`src/include/datapath_config.svh`:
```
// Sizes and address map shared by the datapath memory subsystem
// Include wherever a width, the RAM depth or the I/O window is needed

`ifndef DATAPATH_CONFIG_SVH
`define DATAPATH_CONFIG_SVH

// --------------------------------------------------
// Data word and address widths
// --------------------------------------------------

`define WORD_WIDTH          16
`define READ_ADDR_WIDTH     8

// Top bit of a write address selects bank A (0) or bank B (1)
`define WRITE_ADDR_WIDTH    9

// --------------------------------------------------
// Bank-local address map
// --------------------------------------------------

// Words 0 to 239 are RAM, 240 to 251 are unmapped
`define MEM_DEPTH           240

// Ports sit at 252 to 255, so the high 6 address bits are all ones
`define IO_PORT_COUNT       4
`define IO_PORT_BASE_ADDR   252
`define IO_PORT_SEL_WIDTH   2
`define IO_TAG_WIDTH        6

`endif

```
`src/datapath_pkg.sv`:
```
// Shared types for the datapath memory subsystem
// Modules refer to these by scoped name in their ports and import them in the body

`include "datapath_config.svh"

package datapath_pkg;

    // --------------------------------------------------
    // ALU operations
    // --------------------------------------------------

    typedef enum logic [2:0] {
        OP_ADD    = 3'd0,
        OP_SUB    = 3'd1,
        OP_AND    = 3'd2,
        OP_OR     = 3'd3,
        OP_XOR    = 3'd4,
        OP_PASS_A = 3'd5
    } alu_op_t;

    // --------------------------------------------------
    // Write address, read as RAM word or as I/O port
    // --------------------------------------------------

    typedef struct packed {
        logic                            bank_sel;
        logic [`WRITE_ADDR_WIDTH-2:0]    offset;
    } mem_addr_t;

    typedef struct packed {
        logic                            bank_sel;
        logic [`IO_TAG_WIDTH-1:0]        io_tag;
        logic [`IO_PORT_SEL_WIDTH-1:0]   port;
    } io_addr_t;

    typedef union packed {
        mem_addr_t mem;
        io_addr_t  io;
    } write_addr_t;

    // --------------------------------------------------
    // Pipeline payloads
    // --------------------------------------------------

    typedef struct packed {
        alu_op_t                         op;
        write_addr_t                     dest;
        logic [`READ_ADDR_WIDTH-1:0]     src_a;
        logic [`READ_ADDR_WIDTH-1:0]     src_b;
    } instr_t;

    typedef struct packed {
        logic                            valid;
        write_addr_t                     dest;
        logic [`WORD_WIDTH-1:0]          data;
    } wb_t;

    typedef struct packed {
        logic [`IO_PORT_COUNT-1:0]       wren;
        logic [`WORD_WIDTH-1:0]          data;
    } io_bus_t;

endpackage

```
`src/datapath_alu.sv`:
```
// Combines the two bank read words and registers the write-back
// Feeds both banks; the destination decides which one acts on it

`include "datapath_config.svh"

module datapath_alu (
    input  logic                          clock,
    input  logic                          rst_n,
    input  logic                          op_valid,
    input  datapath_pkg::alu_op_t         op,
    input  datapath_pkg::write_addr_t     dest,
    input  logic [`WORD_WIDTH-1:0]        a,
    input  logic [`WORD_WIDTH-1:0]        b,
    output datapath_pkg::wb_t             wb
);

    import datapath_pkg::*;

    logic [`WORD_WIDTH-1:0] result;

    // --------------------------------------------------
    // Operation select
    // --------------------------------------------------

    // Add and subtract wrap at the word width
    always_comb begin
        case (op)
            OP_ADD:  result = a + b;
            OP_SUB:  result = a - b;
            OP_AND:  result = a & b;
            OP_OR:   result = a | b;
            OP_XOR:  result = a ^ b;
            OP_PASS_A: result = a;
            // Unused encodings behave as pass
            default: result = a;
        endcase
    end

    // --------------------------------------------------
    // Write-back register
    // --------------------------------------------------

    always_ff @(posedge clock) begin
        if (!rst_n) begin
            wb.valid <= 1'b0;
        end else begin
            wb.valid <= op_valid;
        end
        wb.dest <= dest;
        wb.data <= result;
    end

endmodule

```
`config.mk`:
```
export PLATFORM = sky130hd
export DESIGN_NAME = datapath_alu
export DESIGN_NICKNAME = d
export VERILOG_FILES = /design/src/datapath_pkg.sv /design/src/datapath_alu.sv
export VERILOG_INCLUDE_DIRS = /design/src /design/src/include
export SDC_FILE = /design/constraint.sdc
export NUM_CORES = 1
export LEC_CHECK = 0
export BUFFER_PORTS_ARGS = -buffer_cell sky130_fd_sc_hd__buf_2
export CELL_PAD_IN_SITES_DETAIL_PLACEMENT = 0
export CELL_PAD_IN_SITES_GLOBAL_PLACEMENT = 1
export CORE_MARGIN = 4
export CORE_UTILIZATION = 35
export CTS_CLUSTER_DIAMETER = 200
export CTS_CLUSTER_SIZE = 25
export DETAILED_ROUTE_END_ITERATION = 10
export PLACE_DENSITY = 0.87
export SLEW_MARGIN = 20
export SYNTH_ARGS = -nofsm -noshare
export SYNTH_HDL_FRONTEND = slang
export SYNTH_SLANG_ARGS = --single-unit
```
`constraint.sdc`:
```
create_clock -name clock -period 3 [get_ports clock]
set_input_delay 0.6 -clock clock [delete_from_list [all_inputs] [get_ports clock]]
set_output_delay 0.6 -clock clock [all_outputs]
set_load 0.05 [all_outputs]
```
* Word level (Yosys, flattened, before mapping)
Cells that the tools add are included.
Word-level totals: flip-flop bits (word level) 26, bits of input ports 47
Cells by class: add/subtract/negate cells 2, equal/unequal tests 4, multiplexer cells 1, bitwise operators 3, reductions and logical operators 1
Operator list (count):
- one-hot mux 16 bit (5 select lines) | 1
- adder 16 bit | 1
- bitwise AND 16 bit | 1
- bitwise OR 16 bit | 1
- subtractor 16 bit | 1
- XOR 16 bit | 1
- equality test 3 x 2 -> 1 bit (second input constant) | 2
- equality test 3 x 1 -> 1 bit (second input constant) | 1
- equality test 3 bit (second input constant) | 1
- logical NOT 3 bit | 1

* Logic depth before layout (Yosys ltp)
Gate-level depths: netlist of the first run.
depth after elaboration 2, depth in mapped cells 13, mapped depth without buffers 13

* Worst setup path before layout of the first run
No wires, ideal clock.
path type input to register, start input port op[1], end register wb[8] (netlist bit), data arrival time 2.914 ns, required time 2.913 ns, slack -0.001 ns, stages 12, path through or2_1 > clkbuf_1 > nor2_2 > nor2_1 > xnor2_1 > ha_1 > nor2b_1 > o31a_1 > o21a_1 > o21a_1 > o21a_1 > o31ai_1
Between the ends: word-level cells in the longest chain between the ends 2, elaborated cells on any way between the ends 6, those cells by class eq/ne (4); mux (1); reduce/logical (1)
RTL lines:
- start: declaration | line datapath_alu.sv:10 | input datapath_pkg::alu_op_t op,
- equality test 3 bit (tied with other cells) | line datapath_alu.sv:27 | case (op)
- one-hot mux 16 bit (5 select lines) (*) | line datapath_alu.sv:27
- via result[8] | line datapath_alu.sv:19 | logic [`WORD_WIDTH-1:0] result;
- end: declaration | line datapath_alu.sv:14 | output datapath_pkg::wb_t wb
Mark *: on every way through the listed nets, which the timed path passes. The rest lies on a longest branch. A chain may end at the register's enable or synchronous reset.

* Worst setup path in the final report of the first run
start input port b[10], end register wb[15] (netlist bit)
Between the ends: word-level cells in the longest chain between the ends 2, elaborated cells on any way between the ends 3, those cells by class add/sub (2); mux (1)
RTL lines:
- start: declaration | line datapath_alu.sv:13 | input logic [`WORD_WIDTH-1:0] b,
- subtractor 16 bit or adder 16 bit (tied branches) | line datapath_alu.sv:29, datapath_alu.sv:28
- one-hot mux 16 bit (5 select lines) (*) | line datapath_alu.sv:27
- via result[15] | line datapath_alu.sv:19
Marked as above.

==> key figures, run 1 <==
Clock network
  • H-tree lvl count: 1
  • Sink Count: 26
  • Maximum clock insertion buffer count: 2
  • Number of CTS-inserted buffers: 3
  • Setup bufs post-CTS: 0
  • Clock slew at reported path FFs: 0.10 ns
  • CTS tree: yes
  • Root Driver: clkbuf_8

Flow run
  • Total of max-cap violations: 0

Global route
  • Largest net degree at the start of global routing: 26
  • All-Layer GR Usage: 18.5%
  • Total grt overflow: 0
  • Number of global-route vias before repair: 2818
  • Initial antenna violation count: 0
  • First-pass GRT wire length: roughly 14000 um

Critical path
  • Critical path data required time: roughly 3.2 ns
  • Slowest-stage cell, CP: or4_4
  • Crit path launch type: input pin
  • Crit-path cells: buf_2, or4_4, nor3_4, a21oi_1, xnor2_1, ha_1, a21o_1, a31o_1, a221o_1, a21oi_2, xnor2_1, o21ai_1
  • Crit path largest cell delay: 0.57 ns
  • Worst Path Max Fanout: 3
  • CP most frequent cell: xnor2_1
  • Critical path capture point type: flip-flop
  • Critical path class: input pin to flip-flop
  • WP data arrival: 2.99 ns

Layout
  • Final layout net count: 560
  • Reg with most FFs: wb
  • Layout cells sized above 1: 29.6%
  • Finished layout cell area: 3620 um^2
  • Diode count: 0
  • Fin cells: 562
  • Max reg flops: 26
  • Multi-input logic area: 2060 um^2
  • Fill count: 743
  • Storage cell area: 520 um^2
  • Biggest regs: wb: 26 flops
  • P&R area growth vs syn: 32.3%

Floorplan
  • Core area: 7410 um^2
  • Chip height: between 90 and 100 um
  • Initial core utilization: 36.9%
  • DIE WIDTH: slightly below 100 um
  • Die area: 9290 um^2
  • Ports: 73
  • FP Rows: 31

Synthesis
  • Post-synth top area cell: ha_1
  • Mapped Cells: 354
  • Ys flop type: dfxtp_1
  • Largest cells by area after synthesis: ha_1 22%, dfxtp_1 19%, xnor2_1 6.7%, a21oi_1 5.7%, inv_1 5.1%
  • Yosys warnings: 0
  • #FFs+latches synth: 26
  • Post-Syn Nets: between 400 and 500
  • Top cell type's share of synthesized area: 22.0%
  • Mapped Area: 2740 um^2
  • Post-synth EDFFs: 0
  • Synth unique cells: 54
  • Synthesized area per cell: about 7.7 um^2
  • Sequential area share after synthesis: 19.0%
  • Async SR Flop Fraction: 0%

Pwr
  • P per Cell Area: 398 nW/um^2
  • Peak supply drop: 0.000201 V
  • Tot Pwr: between 1 and 1.5 mW
  • Static Leak: 1.81 nW

Route
  • Detail Route Antenna Nets: 0
  • Via density: 5.33
  • Routed WL per cell: 15.4 um
  • Final wirelength: roughly 8700 um
  • Vias post-DR: 2994
  • Initial DRT Pass Iterations: 7
  • DRC: 0
  • Initial DRC count: 138

Placement
  • Port-buffer cells: 72
  • Worst slack, placed: -0.177 ns
  • Detailed placement HPWL: 6870 um
  • Area of placed instances: 3520 um^2
  • Placed cells: 558
  • Routability cong.: 0.962

Hold path
  • Worst Hold Class: input pin to flip-flop
  • Hold depth: 1

Timing
  • RSZ-0062 raised after global routing: false
  • Setup slack after layout: 0.190 ns
  • Final Hold Slack: 0.409 ns
  • Slew Viols, Final: 0
  • Tcrit/Tclk final: 93.7%
  • Least-Margin Pin Slew: ~0.66 ns
  • Final hold vios: 0
  • Achievable Freq: roughly 0.36 GHz
  • Setup violators final: 0
  • Final min period: 2.81 ns
  • Worst slew margin: between 50 and 60%

Run status
  • Status: finished clean
-- report_power, final --
part / total (mW) / internal, mW / switching (mW) / leakage, nW
sequential: 0.396 / 0.387 / 0.00932 / 0.219
clock: 0.307 / 0.179 / 0.128 / 0.0357
combinational: 0.738 / 0.281 / 0.457 / 1.55
-- cell usage in the layout (no fill, tap or decap), types with 21 or more instances in the layout --
cell type and instances:
nand2_1 30, xnor2_1 21, buf_2 72, buf_4 46
ha_1 48, o21ai_0 24, dfxtp_1 26, a21oi_1 29
nor2_1 27, inv_1 37
-- cells by family (layout without fill, tap and decap cells) --
| group | after synthesis | after routing | synth area share (%) |
|---|---|---|---|
| AOI/OAI and AO/OA | 121 | 121 | 28.0 |
| xor gates and xnor gates | 24 | 24 | 7.69 |
| adders and majority gates | 49 | 49 | 22.7 |
| buffers and inverters | 50 | 159 | 6.86 |
| DFF | 26 | 26 | 19.0 |
| muxes | 2 | 2 | 1.19 |
| and+or+nand+nor | 82 | 82 | 14.5 |
-- what timing repair did --
item	4_1_cts	5_1_grt
endpoints found under the hold margin	0	0
resized for setup	0	9
hold buffers	0	0
setup endpoints to repair	0	5
-- cell usage after synthesis (all sizes together), types with 4 or more instances --
cell type / instances
dfxtp: 26
ha: 48
o211ai: 7
inv: 37
nand2: 30
o22ai: 14
o21a: 5
nor2: 28
a21o: 4
clkbuf: 11
o21ai: 30
xnor2: 21
a21oi: 32
nor3: 4
-- metrics by stage --
stage	utilization (%)	setup TNS (ns)
floorplan	-	0
global placement	47.5	-0.205
detailed placement	47.5	-0.655
CTS	48.5	0
global route	48.8	0
finish	48.8	0
-- layout make-up --
type / instances / share of cell area (%)
timing repair buffer: 118 / 19.5
clock buffer: 3 / 1.14
multi-input combinational: 278 / 56.9
clock inverter: 1 / 0.830
inverter: 37 / 3.84
sequential: 26 / 14.4
tap: 99 / 3.42
-- worst paths after layout --
path	startpoint	endpoint
max	b[10]	wb[15]
min	dest[3]	wb[19]
-- per-layer routing --
metal | vias up | global-route usage [%] | part of all wire [%]
met2 | 144 | 31.6 | 45
met5 | - | 0 | 0
met1 | 1364 | 23.8 | 43
li1 | 1469 | - | -
met3 | 17 | 3.10 | 9.5
met4 | 0 | 5.72 | 2.0
-- worst max-delay path: cells and delay by family --
family                     cells  cell delay [ns]
AOI/OAI and AO/OA              6             1.02
and+or+nand+nor                2             0.72
adders and majority gates      1             0.29
xor gates and xnor gates       2             0.26
buffers and inverters          1             0.11
Power figures use the tool's default switching activity.
==> run 2: changes to the inputs <==
CAP_MARGIN = 20   (was default)
REMOVE_ABC_BUFFERS = 1   (was default)
SETUP_SLACK_MARGIN = 0.4   (was default)
==> run 2 against run 1 <==
Critical path depth grew 2. Die area is the same. Clock-buffer cell count is the same. Clock power shrank 32%. Worst setup slack lost 0.047 ns. Critical endpoint unchanged. Highest routed layer unchanged.
==> key figures, run 2 (same netlist as run 1, synthesis figures left out) <==
Critical path
  • Crit-path cells: buf_2, or4_4, nor3_4, buf_4, nor3b_2, nor2_1, xnor2_1, ha_1, nand2_1, nor2_1, a221o_1, a21oi_2, xnor2_1, o21ai_1
  • Critical path data required time: 3.15 ns (-0.03 ns)
  • CP endpoint: wb[15]
  • Critical Path Source: b[9]
  • Slowest-stage cell, CP: or4_4
  • Critical path class: input pin to flip-flop
  • WP data arrival: 3.01 ns (+0.02 ns)
  • Crit path launch type: input pin
  • Critical path capture point type: flip-flop
  • Worst Path Max Fanout: 3 (unchanged)
  • Crit path largest cell delay: 0.54 ns (-0.03 ns)

Pwr
  • Switch share: 43.0% (+1.8 points)
  • Static Leak: 1.95 nW (+7.8%)
  • Comb pwr share: 58.4% (+7.2 points)
  • Flop pwr share: 27.2% (-0.3 points)
  • Tot Pwr: 1.45 mW (+0.48%)
  • P per Cell Area: 364 nW/um^2 (-8.7%)
  • NetSw: 0.623 mW (+4.8%)
  • Peak supply drop: 0.000156 V (-22%)
  • Cell-internal power: 0.825 mW (-2.5%)
  • Clock group share of total power: 14.4% (-6.9 points)

Placement
  • Port-buffer cells: 72 (unchanged)
  • Routability cong.: 0.912 (-5.2%)
  • Placed cells: 562 (+0.72%)
  • Worst slack, placed: -0.174 ns (+0.00285 ns)
  • Detailed placement HPWL: 6780 um (-1.4%)

Route
  • Detail Route Antenna Nets: 0 (unchanged)
  • Final wirelength: 8690 um (+0.35%)
  • Initial DRT Pass Iterations: 4 (-3)
  • DRC: 0 (unchanged)
  • Routed WL per cell: 15.1 um (-2.3%)
  • Via density: 5.23 (-1.9%)
  • Vias post-DR: 3016 (+0.73%)
  • Initial DRC count: 154 (+12%)

Layout
  • Final layout net count: 576 (+2.9%)
  • Layout cells sized above 1: 38.1% (+8.5 points)
  • Diode count: 0 (unchanged)
  • Most common cell after layout, fill and taps aside: buf_2
  • Fill count: 706 (-5.0%)
  • Most frequent cells in the layout: 68 x buf_2, 57 x buf_4, 46 x ha_1
  • P&R area growth vs syn: 45.6%
  • Biggest regs: wb: 26 flops
  • Max reg flops: 26 (unchanged)
  • Fin cells: 577 (+2.7%)
  • Reg with most FFs: wb

Timing
  • Setup slack after layout: 0.143 ns (-0.0467 ns)
  • Achievable Freq: 0.350 GHz (-1.6%)
  • Worst slew margin: 59.7% (+3.8 points)
  • Final min period: 2.86 ns (+0.0467 ns)
  • Slew Viols, Final: 0 (unchanged)
  • Final Hold Slack: 0.410 ns (+0.00167 ns)
  • Least-Margin Pin Slew: 0.601 ns (-0.0569 ns)
  • Tcrit/Tclk final: 95.2% (+1.6 points)
  • Final hold vios: 0 (unchanged)
  • Setup violators final: 0 (unchanged)
  • RSZ-0062 raised after global routing: true

Clock network
  • Clock slew at reported path FFs: 0.11 ns (about the same)
  • H-tree lvl count: 1 (unchanged)
  • CTS tree: yes
  • Post-CTS Hold Fix Bufs: 0 (unchanged)
  • Sink Count: 26 (unchanged)
  • Number of CTS-inserted buffers: 3 (unchanged)
  • Root Driver: clkbuf_8
  • Maximum clock insertion buffer count: 2 (unchanged)

Floorplan
  • Chip height: 96.4 um (unchanged)
  • Ports: 73 (unchanged)
  • Initial core utilization: 36.9% (unchanged)
  • Core area: 7410 um^2 (unchanged)
  • Die area: 9290 um^2 (unchanged)
  • DIE WIDTH: 96.4 um (unchanged)
  • FP Rows: 31 (unchanged)

Global route
  • Initial antenna violation count: 0 (unchanged)
  • First-pass GRT wire length: 14000 um (+3.7%)
  • All-Layer GR Usage: 19.1% (+0.57 points)
  • Total grt overflow: 0 (unchanged)
  • Largest net degree at the start of global routing: 22 (-15%)
  • Number of global-route vias before repair: 2942 (+4.4%)

Flow run
  • Total of max-cap violations: 0 (unchanged)

Run status
  • Status: finished clean

Hold path
  • Worst Hold Class: input pin to flip-flop
[run 2: cell count changes in the layout (fill, tap and decap cells not counted), sizes merged]
cell / before / now
buf: 118 / 134
bufinv: 1 / 0
[run 2: power groups by stage]
| stage | clock, mW | sequential, mW | combinational (mW) |
|---|---|---|---|
| floorplan | 0 | 0.555 | 0.318 |
| global placement | 0 | 0.403 | 0.714 |
| detailed placement | 0 | 0.403 | 0.726 |
| CTS | 0.219 | 0.395 | 0.770 |
| global route | 0.229 | 0.398 | 0.917 |
| finish | 0.209 | 0.394 | 0.846 |
[run 2: cell type report]
type	instances	area (um^2)	area share, %
multi-input cells	278	2280	57.3
repair buffers	134	877	22.0
flip-flops and latches	26	520	13.1
inverters	37	139	3.49
well taps	99	124	3.11
clock buffers	3	41.3	1.04
[run 2: how the worst min path moves through the flow]
stage / start / to / slack (ns) / cells after the start
6_report: dest[8] / wb[24] / 0.41 / 1
5_1_grt: dest[7] / wb[23] / 0.40 / 1
4_1_cts: dest[8] / wb[24] / 0.41 / 1
3_5_place_dp: dest[1] / wb[17] / 0.70 / 1
3_3_place_gp: dest[6] / wb[22] / 0.70 / 1
2_1_floorplan: dest[0] / wb[16] / 0.63 / 0
[run 2: routing by layer]
| layer | up-vias | share of wire (%) | track usage, % |
|---|---|---|---|
| met3 | 10 | 6.3 | 2.48 |
| met1 | 1404 | 47 | 25.5 |
| li1 | 1507 | - | - |
| met5 | - | 0 | 0 |
| met4 | 0 | 1.1 | 5.72 |
| met2 | 95 | 46 | 32.0 |
[run 2: what timing repair did]
action / 4_1_cts / 5_1_grt
resized for setup: 35 / 34
buffers inserted: 4 / 8
pin swaps: 15 / 21
setup endpoints to repair: 8 / 11
[run 2: worst max-delay path, delay by kind of cell]
kind | cells | cell delay [ns]
XOR/XNOR | 2 | 0.25
AO/OA/AOI/OAI | 3 | 0.50
adder cells (fa/ha/maj) | 1 | 0.33
buffers and inverters | 2 | 0.26
AND/OR/NAND/NOR | 6 | 1.06
[run 2: metrics by stage]
stage / setup TNS (ns) / util (%) / cell area [um^2]
after floorplan: -0.0289 / - / 2690
after global placement: -0.339 / 47.9 / 3550
after detailed placement: -0.323 / 47.9 / 3550
after CTS: 0 / 50.8 / 3760
after global routing: 0 / 53.8 / 3980
final: 0 / 53.8 / 3980
==> run 3: changes to the inputs <==
CORE_UTILIZATION = 36   (was 35)
PLACE_DENSITY = 0.85   (was 0.87)
SETUP_SLACK_MARGIN = 0.02   (was 0.4)
clock period = 3.3 ns   (was 3 ns; I/O delays follow)
==> run 3 against run 2 <==
Die area down 2.5%. Largest cell class unchanged. Cell area down 14%. Combinational power down 26%. Flip-flop and latch count unchanged.
==> key figures, run 3 (same netlist as run 1, synthesis figures left out) <==
Critical path
  • CP most frequent cell: xnor2_1
  • Critical path capture point type: flip-flop
  • Crit path launch type: input pin
  • WP data arrival: 3.21 ns (+0.20 ns)
  • Delay-heaviest family, CP: compound AO/OA/AOI/OAI gates
  • Critical path class: input pin to flip-flop
  • Crit path largest cell delay: 0.41 ns (-0.13 ns)
  • Critical path data required time: 3.46 ns (+0.31 ns)
  • Worst Path Max Fanout: 5 (+2)
  • Worst path bufs/invs: 1 (-1)
  • Crit-path cells: buf_2, nor4_2, and4_1, a21oi_1, xnor2_1, ha_1, a21o_1, a31o_1, a221o_1, a21oi_2, xnor2_1, o21ai_1
  • Slowest-stage cell, CP: and4_1

Route
  • Final wirelength: 7900 um (-9.1%)
  • DRC: 0 (unchanged)
  • Initial DRC count: 149 (-3.2%)
  • Routed WL per cell: 14.6 um (-3.1%)
  • Initial DRT Pass Iterations: 4 (unchanged)
  • Detail Route Antenna Nets: 0 (unchanged)
  • Vias post-DR: 2827 (-6.3%)
  • Via density: 5.23 (about the same)

Floorplan
  • Chip height: 95.2 um (-1.3%)
  • Ports: 73 (unchanged)
  • FP Rows: 31 (unchanged)
  • DIE WIDTH: 95.2 um (-1.3%)
  • Die area: 9060 um^2 (-2.5%)
  • Initial core utilization: 37.3% (+0.39 points)
  • Core area: 7330 um^2 (-1.0%)

Layout
  • Most frequent cells in the layout: 72 x buf_2, 48 x ha_1, 37 x inv_1
  • Core Util, Final: 46.5% (-7.3 points)
  • Final layout net count: 540 (-6.3%)
  • Biggest regs: wb: 26 flops
  • Reg with most FFs: wb
  • Most common cell after layout, fill and taps aside: buf_2
  • Storage cell area: 520 um^2 (unchanged)
  • Max reg flops: 26 (unchanged)
  • Fill count: 755 (+6.9%)
  • Diode count: 0 (unchanged)
  • Layout cells sized above 1: 24.9% (-13 points)
  • P&R area growth vs syn: 24.6%
  • Multi-input logic area: 2030 um^2 (-11%)
  • Finished layout cell area: 3410 um^2 (-14%)
  • Fin cells: 541 (-6.2%)

Clock network
  • Post-CTS Hold Fix Bufs: 0 (unchanged)
  • Clock slew at reported path FFs: 0.10 ns (about the same)
  • Root Driver: clkbuf_8
  • Number of CTS-inserted buffers: 3 (unchanged)
  • Maximum clock insertion buffer count: 2 (unchanged)
  • CTS resizes: 0 (-100%)
  • Setup bufs post-CTS: 0 (-4)
  • CTS tree: yes
  • H-tree lvl count: 1 (unchanged)
  • Sink Count: 26 (unchanged)

Hold path
  • Worst Hold Class: input pin to flip-flop

Global route
  • First-pass GRT wire length: 12900 um (-8.1%)
  • All-Layer GR Usage: 17.9% (-1.2 points)
  • Initial antenna violation count: 0 (unchanged)
  • Largest net degree at the start of global routing: 23 (+4.5%)
  • Total grt overflow: 0 (unchanged)
  • Number of global-route vias before repair: 2637 (-10%)
  • GR Layer Usage met2: 29.9% (-2.2 points)
  • Met3 Use GR: 1.50% (-0.98 points)
  • Busiest grt layer: met2
  • M1 GR Usage: 24.5% (-0.98 points)

Pwr
  • P per Cell Area: 347 nW/um^2 (-4.5%)
  • Switch share: 43.7% (+0.69 points)
  • NetSw: 0.517 mW (-17%)
  • Clock group share of total power: 16.4% (+2.0 points)
  • Cell-internal power: 0.666 mW (-19%)
  • Flop pwr share: 30.4% (+3.2 points)
  • Static Leak: 1.69 nW (-13%)
  • Peak supply drop: 0.000100 V (-36%)
  • Comb pwr share: 53.3% (-5.1 points)

Timing
  • Achievable Freq: 0.328 GHz
  • Slew Viols, Final: 0 (unchanged)
  • Setup TNS: 0 ns (unchanged)
  • Least-Margin Pin Slew: 0.601 ns (-0.000396 ns)
  • Final min period: 3.05 ns
  • Tcrit/Tclk final: about 90%
  • Final hold vios: 0 (unchanged)
  • Setup violators final: 0 (unchanged)
  • Worst slew margin: 59.7% (about the same)
  • RSZ-0062 raised after global routing: false
  • Final Hold Slack: 0.475 ns (+0.0643 ns)

Run status
  • Status: finished clean

Flow run
  • Total of max-cap violations: 0 (unchanged)

Placement
  • Placed cells: 538 (-4.3%)
  • Routability cong.: 0.895 (-1.8%)
  • Port-buffer cells: 72 (unchanged)
  • Detailed placement HPWL: 6370 um (-6.0%)
  • Area of placed instances: 3370 um^2 (-5.1%)
==> run 3: changes by cell type in the layout (fill, tap and decap cells not counted), moves of 3 or more <==
cell     previous run  this run
buf_4              57        26
o21ai_0            19        27
xnor2_1            18        21
buf_6               7         0
o21ai_1             8         3
o21ai_2             3         0
a21oi_1            26        31
a21oi_2             6         1
xnor2_2             3         0
buf_2              68        72
==> run 3: final cells by class <==
class,count,share of cell area (%)
clock buffers,3,1.21
inverters,37,4.08
multi-input cells,278,59.5
flip-flops and latches,26,15.3
well taps,99,3.64
repair buffers,98,16.3
==> run 3: path summary, 6_finish.rpt <==
| kind | cells past startpoint | end | from | slack (ns) |
|---|---|---|---|---|
| worst min-delay path | 1 | wb[18] | dest[2] | 0.47 |
| worst max-delay path | 12 | wb[15] | b[4] | 0.25 |
==> run 3: metal layers <==
| layer | vias to the layer above | part of all wire [%] |
|---|---|---|
| met5 | - | 0 |
| met3 | 10 | 6.2 |
| met2 | 92 | 47 |
| met1 | 1290 | 45 |
| met4 | 0 | 1.5 |
| li1 | 1435 | - |
==> run 3: power by group through the flow <==
stage	Clock (mW)	Combinational, mW	Sequential [mW]
6_report	0.194	0.630	0.359
5_1_grt	0.218	0.696	0.363
4_1_cts	0.208	0.631	0.360
3_5_place_dp	0	0.626	0.367
3_3_place_gp	0	0.620	0.367
2_1_floorplan	0	0.289	0.504
==> run 3: through the flow <==
stage | power [mW] | setup slack (ns)
3_5_place_dp | 0.993 | -0.00617
4_1_cts | 1.20 | 0.273
5_1_grt | 1.28 | 0.0505
2_1_floorplan | 0.793 | 0.211
6_report | 1.18 | 0.253
3_3_place_gp | 0.987 | 0.0223
